### src/common/game_pkg.sv
package game_pkg;

    // ~~~~~~~~~~~~~~~~~~~~
    // Game flow.
    // ~~~~~~~~~~~~~~~~~~~~
    typedef enum logic [2:0] {
        GAME_IDLE       = 3'b000,
        PICK_DIFFICULTY = 3'b001,
        LOADING         = 3'b010,
        BROWSE_MAP      = 3'b011,
        PICK_NUMBER     = 3'b100,
        WON             = 3'b101,
        LOST            = 3'b110
    } game_state_t;

    typedef enum logic {
        EASY = 1'b0,
        HARD = 1'b1
    } difficulty_t;

    // ~~~~~~~~~~~~~~~~~~~~
    // Defeat limits.
    // ~~~~~~~~~~~~~~~~~~~~
    localparam int STRIKE_BITS = 2;
    localparam logic [STRIKE_BITS-1:0] STRIKE_LIMIT = 2'd3;

    // Timer counts, defeat at or above.
    localparam int TIMER_BITS = 11;
    localparam logic [TIMER_BITS-1:0] TIME_LIMIT_EASY = 11'd1800;
    localparam logic [TIMER_BITS-1:0] TIME_LIMIT_HARD = 11'd900;

endpackage

### src/common/grid_pkg.sv
package grid_pkg;

    // ~~~~~~~~~~~~~~~~~~~~
    // Grid geometry.
    // ~~~~~~~~~~~~~~~~~~~~
    localparam int GRID_DIM   = 9;
    localparam int CELL_COUNT = GRID_DIM * GRID_DIM;
    localparam int CELL_BITS  = 4;
    localparam int BOARD_BITS = CELL_COUNT * CELL_BITS;

    // Wide enough to address all 81 cells.
    localparam int INDEX_BITS = 7;

    typedef logic [3:0] coord_t;
    typedef logic [CELL_BITS-1:0] digit_t;
    typedef logic [INDEX_BITS-1:0] cell_index_t;

    // Row-major position of a cell in the board and visibility vectors.
    function automatic cell_index_t cell_index(coord_t row, coord_t col);
        return INDEX_BITS'(row * GRID_DIM + col);
    endfunction

endpackage

### src/common/buttons_if.sv
`timescale 1ns/100ps

interface buttons_if;

    // Single-cycle pulses, already debounced.
    logic up;
    logic down;
    logic left;
    logic right;
    logic start;
    logic a;
    logic b;

    modport source (output up, down, left, right, start, a, b);

    modport sink (input up, down, left, right, start, a, b);

endinterface

### src/game/board_updater.sv
`timescale 1ns/100ps

module board_updater
    import grid_pkg::*, game_pkg::*;
(
    input  logic                   clk,
    input  logic                   reset,
    buttons_if.sink                btn,
    input  game_state_t            state,
    input  coord_t                 pos_i,
    input  coord_t                 pos_j,
    input  logic [BOARD_BITS-1:0]  selected_map,
    input  logic [CELL_COUNT-1:0]  selected_visibility,
    output logic [BOARD_BITS-1:0]  board,
    output logic [CELL_COUNT-1:0]  visibilities,
    output digit_t                 selected_number,
    output logic [STRIKE_BITS-1:0] strikes,
    output logic                   error,
    output logic                   cell_visible,
    output logic                   guess_ok,
    output logic                   board_loaded
);

    cell_index_t cell_idx;
    digit_t      cell_value;

    // ~~~~~~~~~~~~~~~~~~~~
    // Cell under the cursor.
    // ~~~~~~~~~~~~~~~~~~~~
    assign cell_idx     = cell_index(pos_i, pos_j);
    assign cell_value   = board[cell_idx * CELL_BITS +: CELL_BITS];
    assign cell_visible = visibilities[cell_idx];
    assign board_loaded = |visibilities;

    assign guess_ok = btn.a && (state == PICK_NUMBER) && (selected_number == cell_value);

    always_ff @(posedge clk or posedge reset) begin
        if (reset) begin
            board           <= '0;
            visibilities    <= '0;
            selected_number <= 4'd1;
            strikes         <= '0;
            error           <= 1'b0;
        end else begin
            error <= 1'b0;

            case (state)
                LOADING: begin
                    board        <= selected_map;
                    visibilities <= selected_visibility;
                    strikes      <= '0;
                end
                PICK_NUMBER: begin
                    if (btn.up) begin
                        selected_number <= (selected_number == 4'd9) ? 4'd1
                                                                     : selected_number + 4'd1;
                    end else if (btn.down) begin
                        selected_number <= (selected_number == 4'd1) ? 4'd9
                                                                     : selected_number - 4'd1;
                    end

                    if (guess_ok) begin
                        visibilities[cell_idx] <= 1'b1;
                    end else if (btn.a) begin
                        error <= 1'b1;
                        if (strikes != STRIKE_LIMIT) begin
                            strikes <= strikes + 2'd1;
                        end
                    end
                end
                default: begin
                    // Digit starts at 1 on every entry to PICK_NUMBER.
                    selected_number <= 4'd1;
                end
            endcase
        end
    end

    // ~~~~~~~~~~~~~~~~~~~~
    // Assertions.
    // ~~~~~~~~~~~~~~~~~~~~
    // At the limit the count holds until the next load.
    strikes_bounded: assert property (
        @(posedge clk) disable iff (reset)
        (strikes == STRIKE_LIMIT) && (state != LOADING) |=> strikes == STRIKE_LIMIT
    );

endmodule

### src/game/game_fsm.sv
`timescale 1ns/100ps

module game_fsm
    import game_pkg::*;
(
    input  logic        clk,
    input  logic        reset,
    buttons_if.sink     btn,
    input  logic        cell_visible,
    input  logic        guess_ok,
    input  logic        board_loaded,
    input  logic        victory,
    input  logic        defeat,
    output game_state_t state,
    output difficulty_t difficulty,
    output logic        playing
);

    game_state_t next_state;

    // ~~~~~~~~~~~~~~~~~~~~
    // State register.
    // ~~~~~~~~~~~~~~~~~~~~
    always_ff @(posedge clk or posedge reset) begin
        if (reset) begin
            state <= GAME_IDLE;
        end else begin
            state <= next_state;
        end
    end

    // Difficulty is kept across games until changed again.
    always_ff @(posedge clk or posedge reset) begin
        if (reset) begin
            difficulty <= EASY;
        end else if (state == PICK_DIFFICULTY && (btn.up || btn.down)) begin
            difficulty <= (difficulty == EASY) ? HARD : EASY;
        end
    end

    // ~~~~~~~~~~~~~~~~~~~~
    // Next state.
    // ~~~~~~~~~~~~~~~~~~~~
    always_comb begin
        next_state = state;

        case (state)
            GAME_IDLE, WON, LOST: begin
                if (btn.start) begin
                    next_state = PICK_DIFFICULTY;
                end
            end
            PICK_DIFFICULTY: begin
                if (btn.a) begin
                    next_state = LOADING;
                end
            end
            LOADING: begin
                if (board_loaded) begin
                    next_state = BROWSE_MAP;
                end
            end
            BROWSE_MAP: begin
                if (btn.a && !cell_visible) begin
                    next_state = PICK_NUMBER;
                end
            end
            PICK_NUMBER: begin
                if (guess_ok || btn.b) begin
                    next_state = BROWSE_MAP;
                end
            end
            default: begin
                next_state = GAME_IDLE;
            end
        endcase

        // Defeat is checked last so it wins a tie.
        if (victory) begin
            next_state = WON;
        end
        if (defeat) begin
            next_state = LOST;
        end
    end

    assign playing = (state == BROWSE_MAP) || (state == PICK_NUMBER);

    // ~~~~~~~~~~~~~~~~~~~~
    // Assertions.
    // ~~~~~~~~~~~~~~~~~~~~
    state_legal: assert property (
        @(posedge clk) disable iff (reset)
        state inside {GAME_IDLE, PICK_DIFFICULTY, LOADING, BROWSE_MAP,
                      PICK_NUMBER, WON, LOST}
    );

endmodule

### src/hdl/cursor_mover.sv
`timescale 1ns/100ps

module cursor_mover
    import grid_pkg::*, game_pkg::*;
(
    input  logic        clk,
    input  logic        reset,
    buttons_if.sink     btn,
    input  game_state_t state,
    output coord_t      pos_i,
    output coord_t      pos_j
);

    localparam coord_t LAST = coord_t'(GRID_DIM - 1);

    // One step along an axis, wrapping at both edges.
    function automatic coord_t step(coord_t pos, logic inc, logic dec);
        if (inc) begin
            return (pos == LAST) ? '0 : pos + 4'd1;
        end
        if (dec) begin
            return (pos == '0) ? LAST : pos - 4'd1;
        end
        return pos;
    endfunction

    always_ff @(posedge clk or posedge reset) begin
        if (reset) begin
            pos_i <= '0;
            pos_j <= '0;
        end else if (state == BROWSE_MAP) begin
            // Row 0 is the top of the grid.
            pos_i <= step(pos_i, btn.down, btn.up);
            pos_j <= step(pos_j, btn.right, btn.left);
        end
    end

    cursor_in_grid: assert property (
        @(posedge clk) disable iff (reset)
        (pos_i < GRID_DIM) && (pos_j < GRID_DIM)
    );

endmodule

### src/hdl/outcome_checker.sv
`timescale 1ns/100ps

module outcome_checker
    import grid_pkg::*, game_pkg::*;
(
    input  logic [CELL_COUNT-1:0]  visibilities,
    input  logic [STRIKE_BITS-1:0] strikes,
    input  logic [TIMER_BITS-1:0]  timer,
    input  difficulty_t            difficulty,
    input  game_state_t            state,
    output logic                   victory,
    output logic                   defeat
);

    logic                  in_play;
    logic [TIMER_BITS-1:0] time_limit;
    logic                  out_of_time;
    logic                  out_of_strikes;

    // Outcomes only count while a puzzle is on the board.
    assign in_play = (state == BROWSE_MAP) || (state == PICK_NUMBER);

    assign time_limit     = (difficulty == HARD) ? TIME_LIMIT_HARD : TIME_LIMIT_EASY;
    assign out_of_time    = timer >= time_limit;
    assign out_of_strikes = strikes >= STRIKE_LIMIT;

    assign victory = in_play && (&visibilities);
    assign defeat  = in_play && (out_of_strikes || out_of_time);

endmodule

### src/hdl/sudoku_top.sv
`timescale 1ns/100ps

module sudoku_top
    import grid_pkg::*, game_pkg::*;
(
    input  logic                   clk,
    input  logic                   reset,
    input  logic [TIMER_BITS-1:0]  timer,
    input  logic                   up_button,
    input  logic                   down_button,
    input  logic                   left_button,
    input  logic                   right_button,
    input  logic                   start_button,
    input  logic                   a_button,
    input  logic                   b_button,
    input  logic [BOARD_BITS-1:0]  selected_map,
    input  logic [CELL_COUNT-1:0]  selected_visibility,
    output coord_t                 pos_i,
    output coord_t                 pos_j,
    output digit_t                 selected_number,
    output logic [STRIKE_BITS-1:0] strikes,
    output logic                   error,
    output logic [BOARD_BITS-1:0]  board,
    output logic [CELL_COUNT-1:0]  visibilities,
    output game_state_t            state,
    output difficulty_t            difficulty,
    output logic                   playing
);

    logic cell_visible;
    logic guess_ok;
    logic board_loaded;
    logic victory;
    logic defeat;

    // ~~~~~~~~~~~~~~~~~~~~
    // Button bus.
    // ~~~~~~~~~~~~~~~~~~~~
    buttons_if btn_bus ();

    assign btn_bus.up    = up_button;
    assign btn_bus.down  = down_button;
    assign btn_bus.left  = left_button;
    assign btn_bus.right = right_button;
    assign btn_bus.start = start_button;
    assign btn_bus.a     = a_button;
    assign btn_bus.b     = b_button;

    // ~~~~~~~~~~~~~~~~~~~~
    // Blocks.
    // ~~~~~~~~~~~~~~~~~~~~
    game_fsm fsm_i (
        .clk          (clk),
        .reset        (reset),
        .btn          (btn_bus.sink),
        .cell_visible (cell_visible),
        .guess_ok     (guess_ok),
        .board_loaded (board_loaded),
        .victory      (victory),
        .defeat       (defeat),
        .state        (state),
        .difficulty   (difficulty),
        .playing      (playing)
    );

    board_updater board_i (
        .clk                 (clk),
        .reset               (reset),
        .btn                 (btn_bus.sink),
        .state               (state),
        .pos_i               (pos_i),
        .pos_j               (pos_j),
        .selected_map        (selected_map),
        .selected_visibility (selected_visibility),
        .board               (board),
        .visibilities        (visibilities),
        .selected_number     (selected_number),
        .strikes             (strikes),
        .error               (error),
        .cell_visible        (cell_visible),
        .guess_ok            (guess_ok),
        .board_loaded        (board_loaded)
    );

    cursor_mover cursor_i (
        .clk   (clk),
        .reset (reset),
        .btn   (btn_bus.sink),
        .state (state),
        .pos_i (pos_i),
        .pos_j (pos_j)
    );

    outcome_checker outcome_i (
        .visibilities (visibilities),
        .strikes      (strikes),
        .timer        (timer),
        .difficulty   (difficulty),
        .state        (state),
        .victory      (victory),
        .defeat       (defeat)
    );

endmodule

### config.mk
export PLATFORM = sky130hd
export DESIGN_NAME = sudoku_top
export DESIGN_NICKNAME = d
export VERILOG_FILES = /design/src/common/game_pkg.sv /design/src/common/grid_pkg.sv /design/src/common/buttons_if.sv /design/src/game/board_updater.sv /design/src/game/game_fsm.sv /design/src/hdl/cursor_mover.sv /design/src/hdl/outcome_checker.sv /design/src/hdl/sudoku_top.sv
export SDC_FILE = /design/constraint.sdc
export NUM_CORES = 1
export LEC_CHECK = 0
export BUFFER_PORTS_ARGS = -buffer_cell sky130_fd_sc_hd__buf_2
export CORE_AREA = 2 2 327 329
export CTS_BUF_LIST = sky130_fd_sc_hd__clkbuf_2 sky130_fd_sc_hd__clkbuf_4 sky130_fd_sc_hd__clkbuf_8
export CTS_CLUSTER_SIZE = 10
export DETAILED_ROUTE_END_ITERATION = 10
export DIE_AREA = 0 0 329 331
export RECOVER_POWER = 50
export SYNTH_ARGS = -nofsm -noshare
export SYNTH_HDL_FRONTEND = slang
export SYNTH_SLANG_ARGS = --single-unit
export TNS_END_PERCENT = 10
### constraint.sdc
create_clock -name clk -period 17.15 [get_ports clk]
set_input_delay 0 -clock clk [delete_from_list [all_inputs] [get_ports clk]]
set_output_delay 0 -clock clk [all_outputs]
set_load 0.01 [all_outputs]
==> results.json, run 1 <==
{
  "layout.nets": 4467,
  "clockBufferDepth": 3,
  "drt-vias-per-instance": 4.87,
  "max_stage_delay_ns": 2.86,
  "p_leak_nw": 16.4,
  "slowest_stage": "clkinvlp_2",
  "antenna_found_initial": 14,
  "timing.fmax_mhz": 126,
  "fin_ws_ns": 9.20,
  "layout.cells.most_common": "nand2_1",
  "min_period_ns": 7.95,
  "hold_path_startpoint": "selected_map[32]",
  "peakVddDrop_mv": 0.135,
  "yosys.area.top_type": "dfrtp_1",
  "synth_area_per_cell_sq_um": 8.66,
  "initial_utilization_pct": 20.5,
  "synth_edf_count": 0,
  "crit_arrival_ns": 8.72,
  "async_flop_share_pct": 100,
  "hp-class": "input port to flop",
  "ys_ff_latch": 424,
  "fin_skew_ns": 0.0487,
  "final_area_sq_um": 35800,
  "ys_types": 73,
  "ys_top_cells_by_area": "dfrtp_1, nand2_1, o22a_1",
  "root_buffer": "clkbuf_8",
  "r2r_end": "board_i.visibilities[44]$_DFFE_PP0P_",
  "wl_per_cell_microns": 26.2,
  "grt_start_max_net_pins": 207,
  "ctsResizeCount": 0,
  "whs_path_depth": 4,
  "outcome": "finished, violations left",
  "htree_levels": 3,
  "grt_pass1_wl_mm": 199,
  "route.antenna.remaining_nets": 0,
  "final-setup-viol-count": 0,
  "tns_ns": 0,
  "grt.met3_usage_pct": 6.75,
  "synthFlopType": "dfrtp_1",
  "drc_errors": 0,
  "synthCells": 2488,
  "min_to": "board_i.board[32]$_DFFE_PP0P_",
  "crit_chain": "dlygate4sd3_1 -> buf_2 -> dlygate4sd3_1 -> clkinvlp_2 -> clkbuf_1 -> buf_4 -> buf_4",
  "rrSetupSlack_ns": 9.92,
  "placed_area_sq_um": 27100,
  "worstPathRequired_ns": 17.92,
  "met1_usage_pct": 29.7,
  "grt_overflow": 0,
  "crit_type": "input port to asynchronous set/reset pin",
  "period_share_pct": 46.3,
  "grt_pass1_vias": 27300,
  "numClockSinks": 424,
  "gp_routability_congestion": 0.902,
  "insertion_delay_ns": 0.73,
  "wirelength_mm": 143,
  "synthesis.nets": 2937,
  "coreArea_sq_um": 105000,
  "tightestPinTransition_ns": 5.17,
  "yosysSeqAreaShare_pct": 49.2,
  "synth_top_area_share_pct": 49.1,
  "cp_top_family": "buffers and inverters",
  "cp-end-kind": "asynchronous set/reset pin",
  "vias": 26700,
  "areaGrowthSynthToFinish_pct": 66.1,
  "slew-limit-headroom_pct": -247,
  "gr-usage-met2_pct": 43.0,
  "rows": 119,
  "timing.rr.start": "cursor_i.pos_i[1]$_DFFE_PP0P_",
  "grt_setup_unrepaired": "no",
  "critPathMaxFanout": 106,
  "grt_usage_pct": 25.4,
  "violations": "max-capacitance violations, max-slew violations",
  "final_max_slew_viol_count": 206,
  "place_worst_setup_slack_ns": 9.93,
  "synth_area_sq_um": 21600,
  "die_x_microns": 329,
  "port_buffers": 849,
  "hpwl_mm": 100,
  "grt.busiest_layer": "met2",
  "cts.clk_slew.worst_paths_ns": 0.06,
  "drtIter0Drc": 1972,
  "power.density_nw_per_um2": 257,
  "start_kind": "input port",
  "ff2ff_path_depth": 14,
  "cts_tree": "yes",
  "yosysWarnings": 0,
  "hold_viol_final": 0,
  "drtPass1Iterations": 5,
  "final_cell_mix": "nand2_1, dlygate4sd3_1, buf_2, clkbuf_1, dfrtp_1",
  "final_layout_size_suffix_gt1_share_pct": 17.0,
  "cp.buffers_inverters": 7,
  "num_io_pins": 850,
  "nFillCells": 10700,
  "cts_buffers": 83,
  "die_area_sq_um": 109000,
  "die_y_microns": 331,
  "drv_cap": 3
}
==> state kept, by name, indices dropped and copies added (netlist names) <==
| register | cells |
|---|---|
| cursor_i.pos_j | 4 |
| board_i.strikes | 2 |
| fsm_i.difficulty | 1 |
| board_i.board | 324 |
| cursor_i.pos_i | 4 |
| board_i.error | 1 |
| board_i.visibilities | 81 |
| board_i.selected_number | 4 |
| fsm_i.state | 3 |
==> worst max path at each step <==
| stage | startpoint | end | slack [ns] | cells after the start |
|---|---|---|---|---|
| finish | reset | board_i.board[286]$_DFFE_PP0P_ | 9.20 | 7 |
| global route | reset | board_i.board[307]$_DFFE_PP0P_ | 7.90 | 7 |
| CTS | cursor_i.pos_i[1]$_DFFE_PP0P_ | board_i.visibilities[75]$_DFFE_PP0P_ | 9.89 | 14 |
| detailed placement | cursor_i.pos_i[1]$_DFFE_PP0P_ | board_i.visibilities[64]$_DFFE_PP0P_ | 9.93 | 14 |
| global placement | cursor_i.pos_i[1]$_DFFE_PP0P_ | board_i.visibilities[46]$_DFFE_PP0P_ | 9.96 | 14 |
| floorplan | reset | board_i.board[0]$_DFFE_PP0P_ | 5.35 | 1 |
==> logic make-up after synthesis <==
group | count (synthesis) | synth area share [%]
AOI/OAI and AO/OA | 447 | 14.9
muxes | 114 | 6.27
and+or+nand+nor | 1281 | 24.1
buffers and inverters | 190 | 3.78
xor gates and xnor gates | 8 | 0.325
adders and majority gates | 24 | 1.43
DFF | 424 | 49.2
==> routing by layer <==
layer  share of wire [%]  routed length (microns)
met1                  38                    54900
met2                  48                    68600
met3                 8.3                    11900
met4                 5.6                     8080
met5               0.015                       21
==> where the power goes <==
part,switching [mW],internal [mW]
Combinational,3.96,1.85
Clock,0.495,0.627
Sequential,0.781,1.50
==> what timing repair did <==
item                                    4_1_cts  5_1_grt
hold buffers                                741        0
setup buffers                                 0        0
endpoints found under the hold margin       528        0
endpoints found under the setup margin        0        0
==> area by class of cell <==
type	count	area, sq um	area share, %
Antenna cell	11	27.5	0.0769
Clock buffer	122	1520	4.24
Clock inverter	18	231	0.647
Inverter	23	87.6	0.245
Multi-Input combinational cell	1874	10200	28.6
Sequential cell	424	10600	29.7
Tap cell	1391	1740	4.86
Timing Repair Buffer	1612	11300	31.7
==> synthesized netlist by cell type, drive strengths merged, types with 6 or more instances <==
cell type	number
nand2	1059
dfrtp	423
clkbuf	114
a21oi	104
o22a	87
nor2	82
mux2	58
buf	53
o21ai	51
mux2i	45
o221ai	45
o22ai	35
nor4	32
nand4	27
ha	23
inv	22
a221oi	17
nand3	15
nand2b	13
a2bb2oi	12
mux4	11
a211oi	10
a31oi	10
nor2b	10
nor3	10
a221o	9
a2111oi	7
a21o	7
a22oi	7
xnor2	6
==> metrics by stage <==
step / utilization, % / std cells / hold WS, ns / total power, mW
floorplan: - / 2488 / 0.105 / 5.09
global placement: 25.9 / 4583 / 0.190 / 8.01
detailed placement: 25.9 / 4583 / 0.192 / 8.07
CTS: 34.6 / 5464 / 0.000100 / 9.37
global route: 34.1 / 5468 / 0.0395 / 9.75
finish: 34.1 / 5475 / 0.0544 / 9.21
==> worst reg2reg max path: cells and delay by family (launching register included) <==
| kind | cells | cell delay (ns) |
|---|---|---|
| AND/OR/NAND/NOR | 3 | 1.80 |
| adder cells (fa/ha/maj) | 3 | 1.55 |
| AO/OA/AOI/OAI | 5 | 1.52 |
| buffers and inverters | 2 | 1.47 |
| flip-flops | 1 | 0.47 |
| XOR/XNOR | 1 | 0.28 |
Note: power is estimated with default switching activity, not from simulation.
==> run 2, diff against run 1 <==
Settings changed: ABC_AREA set to 1, CORE_AREA 2 2 327 329 to 2 2 331 333, DIE_AREA 0 0 329 331 to 0 0 333 335.
Clock period 17.15 ns to 7.5 ns, I/O delays scaled along.
==> run 2 against run 1 <==
The flow still finishes with violations (max-capacitance violations, max-slew violations). Hold slack lost 0.0031 ns. Total power grew 120%. Sequential cell count is the same. Utilization shrank 0.53 points. Non-clock buffer count shrank 34. First-iteration DRC count grew 22%. Routed wire length shrank 6.3%. Sequential power grew 110%. Critical path depth grew 17. Critical path type is now flop to flop. Critical endpoint is now fsm_i.state[2]$_DFFE_PP0P_.
==> results.json, run 2 <==
{
  "hold_buffers": 698,
  "tns_ns": 0,
  "drv_cap": 3,
  "coreArea_sq_um": 108000,
  "async_flop_share_pct": 100,
  "violations": "max-capacitance violations, max-slew violations",
  "max_stage_delay_ns": 0.86,
  "fin_cells": 6158,
  "p_sw_share_pct": 58.2,
  "cp_top_family": "buffers and inverters",
  "htree_levels": 3,
  "grt_overflow": 0,
  "synthFlopType": "dfrtp_1",
  "hp-class": "input port to flop",
  "grt_usage_pct": 23.3,
  "final-setup-viol-count": 0,
  "numClockSinks": 424,
  "areaGrowthSynthToFinish_pct": 61.4,
  "tightestPinTransition_ns": 3.56,
  "largest_registers": "board_i.board x324, board_i.visibilities x81",
  "cp-end-kind": "flop",
  "synthCells": 3179,
  "seq_power_share_pct": 24.0,
  "initial_utilization_pct": 20.8,
  "ys_ff_latch": 424,
  "combPwrFrac_pct": 62.7,
  "power_report.internal_total_mw": 8.32,
  "synth_area_per_cell_sq_um": 7.07,
  "grt_setup_unrepaired": "no",
  "start_kind": "flop",
  "ys_top_cells_by_area": "dfrtp_1, nand2_1, nand3_1",
  "final_cell_mix": "nand2_1, dlygate4sd3_1, buf_2, clkbuf_1, dfrtp_1",
  "hold_viol_final": 0,
  "rows": 121,
  "ys_types": 42,
  "regMostFlops": "board_i.board",
  "p_clk_share_pct": 13.3,
  "p_leak_nw": 17.5,
  "nFillCells": 11200,
  "cts_setup_buffers": 0,
  "crit_arrival_ns": 7.26,
  "crit_chain": "ha_1 -> ha_1 -> fa_1 -> nand2_1 -> inv_2 -> nand3_1 -> nand2_1 -> nor2_1 -> nand2_1 -> nand3_1 -> nand2_1 -> nand2_1 -> nand2_1 -> inv_2 -> nand3_1 -> nand2_1 -> nor2_1 -> nand3_2 -> nand2_1 -> dlygate4sd3_1 -> nand3_1 -> dlygate4sd3_1 -> nand3_1 -> dlygate4sd3_1",
  "synth_top_area_share_pct": 47.1,
  "yosys.area.top_type": "dfrtp_1",
  "die_area_sq_um": 112000,
  "grt_pass1_vias": 28800,
  "fin_skew_ns": 0.0498,
  "die_y_microns": 335,
  "peakVddDrop_mv": 0.272,
  "holdWs_ns": 0.0514,
  "timing.fmax_mhz": 152,
  "synth.most_common_cell": "nand2_1",
  "drt-vias-per-instance": 4.67,
  "layout.nets": 5119,
  "grt_start_max_net_pins": 162,
  "drtPass1Iterations": 6,
  "synthTopCellsByCount": "nand2_1, dfrtp_1, nor2_1",
  "port_buffers": 849,
  "final_layout_size_suffix_gt1_share_pct": 13.4,
  "root_buffer": "clkbuf_8",
  "synth_edf_count": 0,
  "power.density_nw_per_um2": 549,
  "worstPathRequired_ns": 8.18,
  "outcome": "finished, violations left",
  "route.antenna.remaining_nets": 0,
  "cp.buffers_inverters": 5,
  "cpMostUsedCell": "nand2_1",
  "largest_reg_flops": 324,
  "yosysWarnings": 0,
  "layout.cells.most_common": "nand2_1",
  "vias": 28700,
  "cts_buffers": 84,
  "drtIter0Drc": 2414,
  "period_share_pct": 87.7,
  "hpwl_mm": 93.5,
  "wl_per_cell_microns": 21.8,
  "crit_type": "flop to flop",
  "synthesis.nets": 3628,
  "slew-limit-headroom_pct": -138,
  "yosysSeqAreaShare_pct": 47.2,
  "final_max_slew_viol_count": 323,
  "insertion_delay_ns": 0.75,
  "cts.clk_slew.worst_paths_ns": 0.07,
  "clockBufferDepth": 3,
  "cts_tree": "yes",
  "antenna_found_initial": 18,
  "drc_errors": 0,
  "switching_power_mw": 11.6,
  "num_io_pins": 850,
  "rrSetupSlack_ns": 0.92,
  "dp.cells": 5300,
  "synth_area_sq_um": 22500,
  "grt_pass1_wl_mm": 193,
  "critPathMaxFanout": 36,
  "ctsResizeCount": 0,
  "min_period_ns": 6.58,
  "die_x_microns": 333,
  "slowest_stage": "fa_1",
  "wirelength_mm": 134,
  "gp_routability_congestion": 0.904
}
run 2: power groups by stage:
| stage | Combinational (mW) | Clock, mW | Sequential (mW) |
|---|---|---|---|
| 2_1_floorplan | 6.55 | 0 | 4.77 |
| 3_3_place_gp | 12.5 | 0 | 4.73 |
| 3_5_place_dp | 12.5 | 0 | 4.74 |
| 4_1_cts | 12.9 | 2.71 | 4.72 |
| 5_1_grt | 13.9 | 2.81 | 4.90 |
| 6_report | 12.5 | 2.66 | 4.78 |
run 2: per-layer routing:
metal | vias to the layer above | global-route usage (%) | wire length [microns] | share of wire (%)
met2 | 1616 | 37.4 | 61300 | 46
met3 | 410 | 7.45 | 12900 | 9.6
met5 | - | 0 | 47 | 0.035
met4 | 8 | 11.0 | 6930 | 5.2
li1 | 13100 | - | - | -
met1 | 13600 | 28.3 | 53300 | 40
run 2: path summary, 6_finish.rpt:
| check | from | endpoint | depth (start not counted) |
|---|---|---|---|
| setup / recovery | cursor_i.pos_i[1]$_DFFE_PP0P_ | fsm_i.state[2]$_DFFE_PP0P_ | 24 |
| hold / removal | selected_map[293] | board_i.board[293]$_DFFE_PP0P_ | 4 |
| setup reg to reg | cursor_i.pos_i[1]$_DFFE_PP0P_ | fsm_i.state[2]$_DFFE_PP0P_ | 24 |
| hold reg to reg | board_i.board[314]$_DFFE_PP0P_ | board_i.board[314]$_DFFE_PP0P_ | 2 |
| max in group asynchronous | reset | board_i.board[93]$_DFFE_PP0P_ | 6 |
| min in group asynchronous | reset | board_i.board[283]$_DFFE_PP0P_ | 4 |
run 2: cell type report:
type	instances	area, sq um	area share [%]
repair buffers	1578	11000	30.2
flip-flops and latches	424	10600	29.2
well taps	1414	1770	4.88
multi-input cells	2408	10400	28.7
clock inverters	24	258	0.710
clock buffers	125	1590	4.38
inverters	174	667	1.84
diodes	11	27.5	0.0759
run 2: worst register-to-register path: stages (launching register included):
cell and delay, ns:
dfrtp_1 0.46, ha_1 0.32, ha_1 0.23, fa_1 0.86
nand2_1 0.23, inv_2 0.82, nand3_1 0.35, nand2_1 0.28
nor2_1 0.08, nand2_1 0.07, nand3_1 0.06, nand2_1 0.13
nand2_1 0.07, nand2_1 0.17, inv_2 0.06, nand3_1 0.07
nand2_1 0.05, nor2_1 0.16, nand3_2 0.14, nand2_1 0.09
dlygate4sd3_1 0.56, nand3_1 0.07, dlygate4sd3_1 0.58, nand3_1 0.08
dlygate4sd3_1 0.55
run 2: through the flow:
| stage | total power [mW] | util [%] | cell area, sq um | worst slack (ns) |
|---|---|---|---|---|
| 6_report | 19.9 | 33.6 | 36300 | 0.922 |
| 5_1_grt | 21.6 | 33.6 | 36300 | 0.461 |
| 4_1_cts | 20.3 | 34.1 | 36800 | 0.804 |
| 3_5_place_dp | 17.3 | 25.9 | 28000 | 1.41 |
| 3_3_place_gp | 17.2 | 25.9 | 28000 | 1.59 |
| 2_1_floorplan | 11.3 | - | 22500 | 1.78 |
run 2: kinds of logic after synthesis:
| family | share of synthesized area, % |
|---|---|
| and+or+nand+nor | 36.8 |
| DFF | 47.2 |
| buffers and inverters | 6.70 |
| AOI/OAI and AO/OA | 7.54 |
| adders and majority gates | 1.37 |
| xor gates and xnor gates | 0.340 |
